--- src/hdl/alu_defines.svh ---
/*
 * Operand width, lane widths and iteration counts for the execution unit
 */
`ifndef ALU_DEFINES_SVH
`define ALU_DEFINES_SVH

`define DATA_WIDTH  64

// Lane payload widths
`define BYTE_WIDTH  8
`define HALF_WIDTH  16
`define WORD_WIDTH  32
`define DWORD_WIDTH (`DATA_WIDTH)

`define MUL_CYCLES  (`DATA_WIDTH)  // One shift-add step per operand bit
`define DIV_CYCLES  (`DATA_WIDTH)

`endif

--- src/hdl/aluPkg.sv ---
/*
 * Shared types of the execution unit: decoded operations,
 * lane sizes, exception codes and lane payload types
 */
`include "alu_defines.svh"

package aluPkg;

    // Decoded operation
    typedef enum logic [4:0]
    {
        ADD, SUB, MIN, MAX,
        CMP, CMPU, SEQ, SLT, SLTU,
        AND, OR, XOR, NAND, NOR, XNOR,
        CMOVEQ, CMOVNE, MUX,
        MUL, MULU, MULH, MULHU,
        DIV, DIVU, MOD, MODU,
        NOP
    } aluOpT;

    typedef enum logic [1:0]
    {
        LANE8  = 2'd0,
        LANE16 = 2'd1,
        LANE32 = 2'd2,
        LANE64 = 2'd3
    } laneSizeT;

    typedef enum logic [1:0]
    {
        EXC_NONE     = 2'd0,
        EXC_OVERFLOW = 2'd1,
        EXC_DIVZERO  = 2'd2
    } excT;

    typedef logic [`BYTE_WIDTH-1:0]  byteT;
    typedef logic [`HALF_WIDTH-1:0]  halfT;
    typedef logic [`WORD_WIDTH-1:0]  wordT;
    typedef logic [`DWORD_WIDTH-1:0] dwordT;

    typedef logic [`DATA_WIDTH-1:0]  dataT;

endpackage

--- src/hdl/aluCore.sv ---
/*
 * Integer execution unit top: op class decode, lane arithmetic,
 * compares and logic, multiplier and divider, result and exception select
 */
`timescale 1ns/10ps
`include "alu_defines.svh"

module aluCore import aluPkg::*;
(
    input  logic       clk,
    input  logic       rstN,
    input  logic       ld,
    input  logic       abort,
    input  aluOpT      op,
    input  laneSizeT   laneSize,
    input  dataT       a,
    input  dataT       b,
    input  dataT       c,
    input  logic [2:0] excEn,
    output dataT       o,
    output logic       done,
    output logic       idle,
    output excT        exc
);

localparam int W = `DATA_WIDTH;

logic isMul, isDiv, isSgn;
dataT sumLane [4];     // Indexed by laneSize
dataT diffLane [4];
dataT minLane [4];
dataT maxLane [4];
logic ltS, ltU, eq;
logic [2*W-1:0] prod;
dataT quot, rem;
logic divByZero;
logic mulDone, mulIdle, divDone, divIdle;
logic addOvf, mulOvf;

assign isMul = op inside {MUL, MULU, MULH, MULHU};
assign isDiv = op inside {DIV, DIVU, MOD, MODU};
assign isSgn = op inside {MUL, MULH, DIV, MOD};

// ======================================================================
// Datapath units
// ======================================================================
laneArith #(.laneT(byteT)) lane8 (.a(a), .b(b), .sum(sumLane[0]), .diff(diffLane[0]),
    .minOut(minLane[0]), .maxOut(maxLane[0]));
laneArith #(.laneT(halfT)) lane16 (.a(a), .b(b), .sum(sumLane[1]), .diff(diffLane[1]),
    .minOut(minLane[1]), .maxOut(maxLane[1]));
laneArith #(.laneT(wordT)) lane32 (.a(a), .b(b), .sum(sumLane[2]), .diff(diffLane[2]),
    .minOut(minLane[2]), .maxOut(maxLane[2]));
laneArith #(.laneT(dwordT)) lane64 (.a(a), .b(b), .sum(sumLane[3]), .diff(diffLane[3]),
    .minOut(minLane[3]), .maxOut(maxLane[3]));

multiplier mulUnit (.clk(clk), .rstN(rstN), .ld(ld && isMul), .abort(abort), .sgn(isSgn),
    .a(a), .b(b), .prod(prod), .done(mulDone), .idle(mulIdle));

divider divUnit (.clk(clk), .rstN(rstN), .ld(ld && isDiv), .abort(abort), .sgn(isSgn),
    .a(a), .b(b), .quot(quot), .rem(rem), .divByZero(divByZero),
    .done(divDone), .idle(divIdle));

// Scalar compares on the low bits of the selected size
always_comb
begin
    case (laneSize)
        LANE8:
        begin
            ltS = $signed(a[7:0]) < $signed(b[7:0]);
            ltU = a[7:0] < b[7:0];
            eq  = a[7:0] == b[7:0];
        end
        LANE16:
        begin
            ltS = $signed(a[15:0]) < $signed(b[15:0]);
            ltU = a[15:0] < b[15:0];
            eq  = a[15:0] == b[15:0];
        end
        LANE32:
        begin
            ltS = $signed(a[31:0]) < $signed(b[31:0]);
            ltU = a[31:0] < b[31:0];
            eq  = a[31:0] == b[31:0];
        end
        default:
        begin
            ltS = $signed(a) < $signed(b);
            ltU = a < b;
            eq  = a == b;
        end
    endcase
end

// ======================================================================
// Result select
// ======================================================================
always_comb
begin
    case (op)
        ADD:     o = sumLane[laneSize];
        SUB:     o = diffLane[laneSize];
        MIN:     o = minLane[laneSize];
        MAX:     o = maxLane[laneSize];
        CMP:     o = ltS ? '1 : (eq ? '0 : dataT'(1));
        CMPU:    o = ltU ? '1 : (eq ? '0 : dataT'(1));
        SEQ:     o = dataT'(eq);
        SLT:     o = dataT'(ltS);
        SLTU:    o = dataT'(ltU);
        AND:     o = a & b;
        OR:      o = a | b;
        XOR:     o = a ^ b;
        NAND:    o = ~(a & b);
        NOR:     o = ~(a | b);
        XNOR:    o = ~(a ^ b);
        CMOVEQ:  o = (a == '0) ? b : c;
        CMOVNE:  o = (a != '0) ? b : c;
        MUX:     o = (a & b) | (~a & c);   // Bit select by a
        MUL,
        MULU:    o = prod[W-1:0];
        MULH,
        MULHU:   o = prod[2*W-1:W];
        DIV,
        DIVU:    o = quot;
        MOD,
        MODU:    o = rem;
        default: o = '0;
    endcase
end

assign done = isMul ? mulDone : (isDiv ? divDone : 1'b1);
assign idle = isMul ? mulIdle : (isDiv ? divIdle : 1'b1);

// Full-width signed overflow only
assign addOvf = (laneSize == LANE64) &&
    ((op == ADD && a[W-1] == b[W-1] && sumLane[3][W-1] != a[W-1]) ||
     (op == SUB && a[W-1] != b[W-1] && diffLane[3][W-1] != a[W-1]));

assign mulOvf = (op == MUL && prod[2*W-1:W] != {W{prod[W-1]}}) ||
                (op == MULU && prod[2*W-1:W] != '0);

always_comb
begin
    if (addOvf && excEn[0])
        exc = EXC_OVERFLOW;
    else if (mulOvf && excEn[1])
        exc = EXC_OVERFLOW;
    else if (isDiv && divByZero && excEn[2])
        exc = EXC_DIVZERO;
    else
        exc = EXC_NONE;
end

endmodule

--- src/hdl/divider.sv ---
/*
 * Sequential restoring divider, signed or unsigned,
 * quotient, remainder and divide-by-zero flag
 */
`timescale 1ns/10ps
`include "alu_defines.svh"

module divider import aluPkg::*;
(
    input  logic clk,
    input  logic rstN,
    input  logic ld,
    input  logic abort,
    input  logic sgn,
    input  dataT a,
    input  dataT b,
    output dataT quot,
    output dataT rem,
    output logic divByZero,
    output logic done,
    output logic idle
);

localparam int W     = `DATA_WIDTH;
localparam int CNT_W = $clog2(`DIV_CYCLES);

logic             busy;
logic             fixStep;
logic             negQ;        // Operand signs differ
logic             negR;        // Dividend negative
logic [CNT_W-1:0] cnt;
dataT             dvsr;
dataT             aMag;
dataT             bMag;
logic [W:0]       shifted;
logic [W:0]       trial;

assign aMag = (sgn && a[W-1]) ? -a : a;
assign bMag = (sgn && b[W-1]) ? -b : b;

// Next dividend bit enters from the top of the quotient register
assign shifted = {rem, quot[W-1]};
assign trial   = shifted - {1'b0, dvsr};

always_ff @(posedge clk or negedge rstN)
begin
    if (!rstN)
    begin
        busy      <= 1'b0;
        fixStep   <= 1'b0;
        negQ      <= 1'b0;
        negR      <= 1'b0;
        cnt       <= '0;
        dvsr      <= '0;
        divByZero <= 1'b0;
        quot      <= '0;
        rem       <= '0;
    end
    else if (abort)
    begin
        busy    <= 1'b0;
        fixStep <= 1'b0;
    end
    else if (!busy)
    begin
        if (ld)
        begin
            busy      <= 1'b1;
            fixStep   <= 1'b0;
            cnt       <= '0;
            negQ      <= sgn & (a[W-1] ^ b[W-1]);
            negR      <= sgn & a[W-1];
            dvsr      <= bMag;
            divByZero <= (b == '0);
            quot      <= aMag;
            rem       <= '0;
        end
    end
    else if (fixStep)
    begin
        busy    <= 1'b0;
        fixStep <= 1'b0;
        quot    <= divByZero ? '1 : (negQ ? -quot : quot);
        rem     <= negR ? -rem : rem;   // Zero divisor leaves the dividend here
    end
    else
    begin
        if (!trial[W])
        begin
            rem  <= trial[W-1:0];
            quot <= {quot[W-2:0], 1'b1};
        end
        else
        begin
            rem  <= shifted[W-1:0];   // Restore
            quot <= {quot[W-2:0], 1'b0};
        end
        cnt <= cnt + 1'b1;
        if (cnt == CNT_W'(`DIV_CYCLES - 1))
            fixStep <= 1'b1;
    end
end

assign done = ~busy;
assign idle = ~busy;

endmodule

--- src/hdl/laneArith.sv ---
/*
 * Lane-partitioned add, subtract, signed min and signed max,
 * lane width taken from the payload type
 */
`timescale 1ns/10ps
`include "alu_defines.svh"

module laneArith import aluPkg::*;
#(
    parameter type laneT = byteT
)
(
    input  dataT a,
    input  dataT b,
    output dataT sum,
    output dataT diff,
    output dataT minOut,
    output dataT maxOut
);

localparam int LW    = $bits(laneT);
localparam int LANES = `DATA_WIDTH / LW;

// ======================================================================
// One slice per lane
// ======================================================================
genvar i;
generate
    for (i = 0; i < LANES; i++)
    begin : gLane
        laneT la;
        laneT lb;
        logic aLess;

        assign la    = a[i*LW +: LW];
        assign lb    = b[i*LW +: LW];
        assign aLess = $signed(la) < $signed(lb);   // Signed within the lane

        // Carry and borrow stop at the lane edge
        assign sum[i*LW +: LW]  = la + lb;
        assign diff[i*LW +: LW] = la - lb;

        assign minOut[i*LW +: LW] = aLess ? la : lb;
        assign maxOut[i*LW +: LW] = aLess ? lb : la;
    end
endgenerate

endmodule

--- src/hdl/multiplier.sv ---
/*
 * Sequential shift-add multiplier, signed or unsigned,
 * double-width product with done/idle status and abort
 */
`timescale 1ns/10ps
`include "alu_defines.svh"

module multiplier import aluPkg::*;
(
    input  logic                     clk,
    input  logic                     rstN,
    input  logic                     ld,
    input  logic                     abort,
    input  logic                     sgn,
    input  dataT                     a,
    input  dataT                     b,
    output logic [2*`DATA_WIDTH-1:0] prod,
    output logic                     done,
    output logic                     idle
);

localparam int W     = `DATA_WIDTH;
localparam int CNT_W = $clog2(`MUL_CYCLES);

logic             busy;
logic             fixStep;     // Sign correction on the next edge
logic             negRes;
logic [CNT_W-1:0] cnt;
dataT             mcand;
dataT             aMag;
dataT             bMag;
logic [W:0]       partial;

assign aMag = (sgn && a[W-1]) ? -a : a;
assign bMag = (sgn && b[W-1]) ? -b : b;

// Upper half plus multiplicand when the current multiplier bit is set
assign partial = {1'b0, prod[2*W-1:W]} + (prod[0] ? {1'b0, mcand} : '0);

always_ff @(posedge clk or negedge rstN)
begin
    if (!rstN)
    begin
        busy    <= 1'b0;
        fixStep <= 1'b0;
        negRes  <= 1'b0;
        cnt     <= '0;
        mcand   <= '0;
        prod    <= '0;
    end
    else if (abort)
    begin
        busy    <= 1'b0;
        fixStep <= 1'b0;
    end
    else if (!busy)
    begin
        if (ld)
        begin
            busy    <= 1'b1;
            fixStep <= 1'b0;
            cnt     <= '0;
            negRes  <= sgn & (a[W-1] ^ b[W-1]);
            mcand   <= aMag;
            prod    <= {{W{1'b0}}, bMag};   // Multiplier sits in the low half
        end
    end
    else if (fixStep)
    begin
        busy    <= 1'b0;
        fixStep <= 1'b0;
        if (negRes)
            prod <= -prod;
    end
    else
    begin
        prod <= {partial, prod[W-1:1]};
        cnt  <= cnt + 1'b1;
        if (cnt == CNT_W'(`MUL_CYCLES - 1))
            fixStep <= 1'b1;
    end
end

assign done = ~busy;
assign idle = ~busy;

endmodule

--- config.mk ---
export PLATFORM = sky130hd
export DESIGN_NAME = aluCore
export DESIGN_NICKNAME = d
export VERILOG_FILES = /design/src/hdl/aluPkg.sv /design/src/hdl/aluCore.sv /design/src/hdl/divider.sv /design/src/hdl/laneArith.sv /design/src/hdl/multiplier.sv
export VERILOG_INCLUDE_DIRS = /design/src /design/src/hdl
export SDC_FILE = /design/constraint.sdc
export NUM_CORES = 2
export LEC_CHECK = 0
export BUFFER_PORTS_ARGS = -buffer_cell sky130_fd_sc_hd__buf_2
export CAP_MARGIN = 10
export CORE_UTILIZATION = 35
export CTS_CLUSTER_SIZE = 8
export DETAILED_ROUTE_END_ITERATION = 8
export SLEW_MARGIN = 25
export SYNTH_ARGS = -nofsm -noshare
export SYNTH_HDL_FRONTEND = slang
export SYNTH_HIERARCHICAL = 1
export SYNTH_SLANG_ARGS = --single-unit
--- constraint.sdc ---
create_clock -name clk -period 9.3 [get_ports clk]
set_input_delay 1.86 -clock clk [delete_from_list [all_inputs] [get_ports clk]]
set_output_delay 1.86 -clock clk [all_outputs]
set_load 0.05 [all_outputs]
==> impl_summary.txt <==
----------------------------------------------------
[Status]
  Status ... finished clean

[Clocking]
  Num Clock Sinks ... between 400 and 500
  Clock-pin slew on the worst setup and hold paths ... 0.05 ns
  Number of buffers added by the clock tree synthesis step ... 60
  Number of hold-repair buffers added at the cts stage ... 0
  Clock latency at the later pin of the worst-skew pair ... 0.71 ns
  CTS tree ... yes
  Master cell of the clock root buffer ... sky130_fd_sc_hd__clkbuf_16
  CTS Buffer Depth ... 3
  Htree depth ... 2

[STA]
  Shortest period the worst path allows ... 9.20 ns
  Timing-limited maximum frequency ... 0.109 GHz
  Final period utilization ... 98.9%
  Clock skew ... 0.0376 ns
  Max-slew violations ... 0
  Transition at the pin with the smallest max-transition slack ... 1.29 ns
  Setup slack of the critical path after layout ... ~0.1 ns
  Max transition margin ... roughly 14%
  RSZ-0062 raised after global routing ... false
  Fin. Hold Viols ... 0
  Setup-violating endpoint count in the final report ... 0

[GRT]
  Largest net degree at the start of global routing ... 150
  Wire length of the first global-routing pass ... 622 mm
  Most crowded layer after global routing ... met2
  Met3 routing resource usage after global routing ... 7.17%
  Via count of the first global-routing pass ... just under 90000
  Total global-route track usage ... 33.3%
  Initial antenna violation count ... 44
  Grt total ovfl ... 0
  GR Layer Usage met2 ... 48.1%
  Met1 track demand over resource ... between 40 and 50%

[Power and ir drop]
  Lkg Pwr ... 40.7 nW
  VDD IR-drop max ... 0.168 mV
  Cell Pwr Density ... 129 nW/um^2

[Final layout]
  Layout overhead on the synthesized area ... 9.80%
  Final core utilization ... 38.7%
  Count of non-filler cells in the finished layout ... ~15000
  Multi-input logic area ... approximately 70000 um^2
  Footprint of the flip-flops and latches ... approximately 10000 um^2
  Share of final-layout standard cells stronger than drive strength 1 ... 14.9%
  Net total in the final layout ... 12600
  Fill cells ... 26100
  Area of all placed cells without fillers ... ~95000 um^2

[Detailed routing]
  Total wire length ... 434 mm
  Number of remaining DRC errors ... 0
  Number of iterations in the first detailed-routing pass ... 7
  Mean number of vias per cell ... roughly 6.4
  Via count ... 95000
  WL per Instance ... 29.2 um
  Number of nets with antenna violations after detailed routing ... 0
  Detailed Route Iter0 Violations ... 13200

[Placed design]
  Pre-CTS setup slack ... -0.380 ns
  Buffers on Ports ... 273
  Last weighted congestion value of the routability-driven placer ... 1.06
  Placement Cell Area ... 93400 um^2
  Number of cells in the design after placement ... about 15000
  Placed wire-length estimate after detailed placement ... 334 mm

[Synthesis]
  Net count after synthesis ... 12500
  Top-area cell type share of the netlist area ... 11.9%
  Most area-consuming cells after synthesis ... sky130_fd_sc_hd__ha_1 12%, sky130_fd_sc_hd__dfrtp_1 12%, sky130_fd_sc_hd__mux4_2 6.6%
  Leading cell type by number of instances after synthesis ... sky130_fd_sc_hd__nor2_1
  Register area share after synthesis ... 11.6%
  Largest family of logic cells by synthesized area ... compound AO/OA/AOI/OAI gates
  Area of the mapped netlist ... 86900 um^2
  Fraction of synthesis flops using an asynchronous set or reset pin ... 100%
  Area fraction in compound gates after synthesis ... 25.0%
  Multiplexer fraction of the synthesized cell area ... between 15 and 20%
  Synth Area in XOR/XNOR ... 8.47%
  Post-synthesis sequential element count ... just over 400
  Synth warnings ... 6
  Simple-gate portion of the synthesized area ... 19.6%
  Synthesized area divided by synthesized cell count ... about 7.6 um^2
  Synthesized instance count ... 11400
  Count of unique library cells instantiated by Yosys ... 135
  Leading register cell type out of synthesis ... sky130_fd_sc_hd__dfrtp_1
  Commonest cells post-synth ... 983 x sky130_fd_sc_hd__nor2_1, 947 x sky130_fd_sc_hd__nand2_1, 921 x sky130_fd_sc_hd__a21oi_1
  Cell accounting for the most synthesized area ... sky130_fd_sc_hd__ha_1
  Synth Area in Adders ... 12.6%
  Number of flops mapped to enable cells by yosys ... 0

[Worst setup path]
  Highest fanout seen on the critical path ... 23
  CP Cell Sequence ... buf_2 -> buf_4 -> ha_1 -> or2_2 -> o221ai_1 -> a211oi_1 -> a221oi_1 -> buf_4 -> o21ai_1 -> a21oi_1 -> nand2_1 -> a21boi_0 -> xor2_1 -> mux4_2 -> a22oi_1 -> nand4_1 -> a211oi_4 -> buf_4 -> nand4_1 -> buf_2
  Number of cell instances on the worst register-to-register path ... 12
  Worst setup path end ... o[59]
  Sort of element at the end of the critical path ... output pin
  WP depth ... 20
  Number of buffer and inverter stages on the critical path ... 5
  Setup CP Type ... input pin to output pin
  Critical Path Max Stage Delay ... about 0.52 ns
  Critical path arrival ... 7.34 ns
  Kind of start point of the critical path ... input pin
  Worst reg2reg endpoint ... divUnit/rem[45]
  CP startpoint ... b[34]
  Cell type with the highest occurrence count on the critical path ... sky130_fd_sc_hd__buf_4
  Required arrival time at the worst endpoint ... 7.44 ns
  Reg-to-Reg Start ... divUnit/rem[50]
  Minimum setup slack among reg-to-reg paths ... 4.05 ns
  Cell with the biggest individual delay on the critical path ... sky130_fd_sc_hd__a21boi_0
  Cell class contributing the biggest share of worst-path delay ... compound AO/OA/AOI/OAI gates

[Floorplanning]
  Area of the core ... 246000 um^2
  Die width ... 500 um
  Effective utilization at floorplan ... 35.3%
  Vertical extent of the die ... 500 um
  Number of placed I/O pins ... approximately 270
  Die ar. ... 250000 um^2
  Number of placement rows ... 182

[Min path]
  Path type of the worst min-delay path ... register to register
  Worst hold stages ... 2

[Run]
  Number of max-cap violations ... 0

----------------------------------------------------
-- final cells by class --
cell class	instances	share of cell area, %
diodes	21	0.0551
clock buffers	79	1.72
clock inverters	6	0.139
inverters	846	3.33
multi-input cells	9432	74.2
flip-flops and latches	404	10.6
well taps	3312	4.34
repair buffers	769	5.66
-- power by group --
| part | internal (mW) | switching (mW) | leakage [nW] |
|---|---|---|---|
| sequential | 2.16 | 0.720 | 5.21 |
| clock | 1.27 | 0.943 | 0.858 |
| combinational | 2.77 | 4.47 | 34.6 |
| total | 6.20 | 6.13 | 40.7 |
-- flip-flops by register name (all words and copies together) (netlist names) --
name / cells
divUnit/busy: 1
divUnit/cnt: 6
divUnit/divByZero: 1
divUnit/dvsr: 64
divUnit/fixStep: 1
divUnit/negQ: 1
divUnit/negR: 1
divUnit/quot: 64
divUnit/rem: 64
mulUnit/busy: 1
mulUnit/cnt: 6
mulUnit/fixStep: 1
mulUnit/mcand: 64
mulUnit/negRes: 1
mulUnit/prod: 128
-- per-stage QoR --
| step | hold WS (ns) | TNS (ns) | total power [mW] |
|---|---|---|---|
| finish | 0.468 | 0 | 12.3 |
| global placement | 0.453 | -11.24 | 9.80 |
| detailed placement | 0.462 | -1.74 | 9.83 |
| CTS | 0.474 | 0 | 12.1 |
| global route | 0.491 | 0 | 12.9 |
| floorplan | 0.440 | 0 | 7.31 |
-- per-layer routing --
layer	share of wire, %	wire length [um]
met4	7.1	30700
met2	41	177000
met1	41	176000
met5	0.035	153
met3	12	50300
-- cell usage in the layout (no fill, tap or decap), types with 66 or more instances in the layout --
cell type / synthesis / layout
sky130_fd_sc_hd__nor2_1: 983 / 971
sky130_fd_sc_hd__o211ai_1: 78 / 78
sky130_fd_sc_hd__mux2i_1: 142 / 140
sky130_fd_sc_hd__mux2_1: 133 / 133
sky130_fd_sc_hd__o31ai_1: 114 / 110
sky130_fd_sc_hd__or4_1: 71 / 71
sky130_fd_sc_hd__a22oi_1: 121 / 121
sky130_fd_sc_hd__nor3_1: 304 / 303
sky130_fd_sc_hd__xnor2_1: 563 / 563
sky130_fd_sc_hd__and2_1: 88 / 86
sky130_fd_sc_hd__dfrtp_1: 404 / 400
sky130_fd_sc_hd__xor2_1: 278 / 278
sky130_fd_sc_hd__a31oi_1: 114 / 113
sky130_fd_sc_hd__nand4_1: 198 / 198
sky130_fd_sc_hd__nand2_1: 947 / 942
sky130_fd_sc_hd__a21o_1: 149 / 148
sky130_fd_sc_hd__buf_2: 56 / 272
sky130_fd_sc_hd__nor2b_1: 102 / 102
sky130_fd_sc_hd__a21oi_1: 921 / 919
sky130_fd_sc_hd__a211oi_1: 78 / 76
sky130_fd_sc_hd__nand2b_1: 97 / 96
sky130_fd_sc_hd__nand3_1: 178 / 174
sky130_fd_sc_hd__a221oi_1: 152 / 143
sky130_fd_sc_hd__o21bai_1: 135 / 135
sky130_fd_sc_hd__mux2_4: 97 / 97
sky130_fd_sc_hd__inv_1: 842 / 840
sky130_fd_sc_hd__nor4_1: 174 / 167
sky130_fd_sc_hd__mux2_2: 268 / 268
sky130_fd_sc_hd__mux4_2: 256 / 256
sky130_fd_sc_hd__ha_1: 826 / 826
sky130_fd_sc_hd__o21ai_0: 807 / 807
sky130_fd_sc_hd__or3_1: 126 / 126
sky130_fd_sc_hd__buf_4: 48 / 470
sky130_fd_sc_hd__o22ai_1: 66 / 66
-- worst min-delay path by stage --
stage / startpoint / endpoint / slack, ns
2_1_floorplan: divUnit/negQ / divUnit/negQ / 0.44
3_3_place_gp: mulUnit/mcand[62] / mulUnit/mcand[62] / 0.45
3_5_place_dp: divUnit/negQ / divUnit/negQ / 0.46
4_1_cts: divUnit/negQ / divUnit/negQ / 0.47
5_1_grt: mulUnit/mcand[62] / mulUnit/mcand[62] / 0.49
6_report: mulUnit/mcand[11] / mulUnit/mcand[11] / 0.47
-- worst min-delay path, cell delays in order (launching register included) --
cell and delay [ns]:
sky130_fd_sc_hd__dfrtp_1 0.33, sky130_fd_sc_hd__nand2_1 0.04, sky130_fd_sc_hd__o21ai_0 0.05
-- logic make-up after synthesis --
group	Yosys count
AO/OA/AOI/OAI	3343
adder cells (fa/ha/maj)	858
AND/OR/NAND/NOR	3494
XOR/XNOR	841
buffers and inverters	1561
multiplexers	896
flip-flops	404
-- what timing repair did --
item	4_1_cts	5_1_grt
gates cloned	0	0
resized for setup	10	24
endpoints found under the setup margin	12	26
pin swaps	0	1
endpoints found under the hold margin	0	0
buffers inserted	0	1
(Power assumes the default switching activity.)
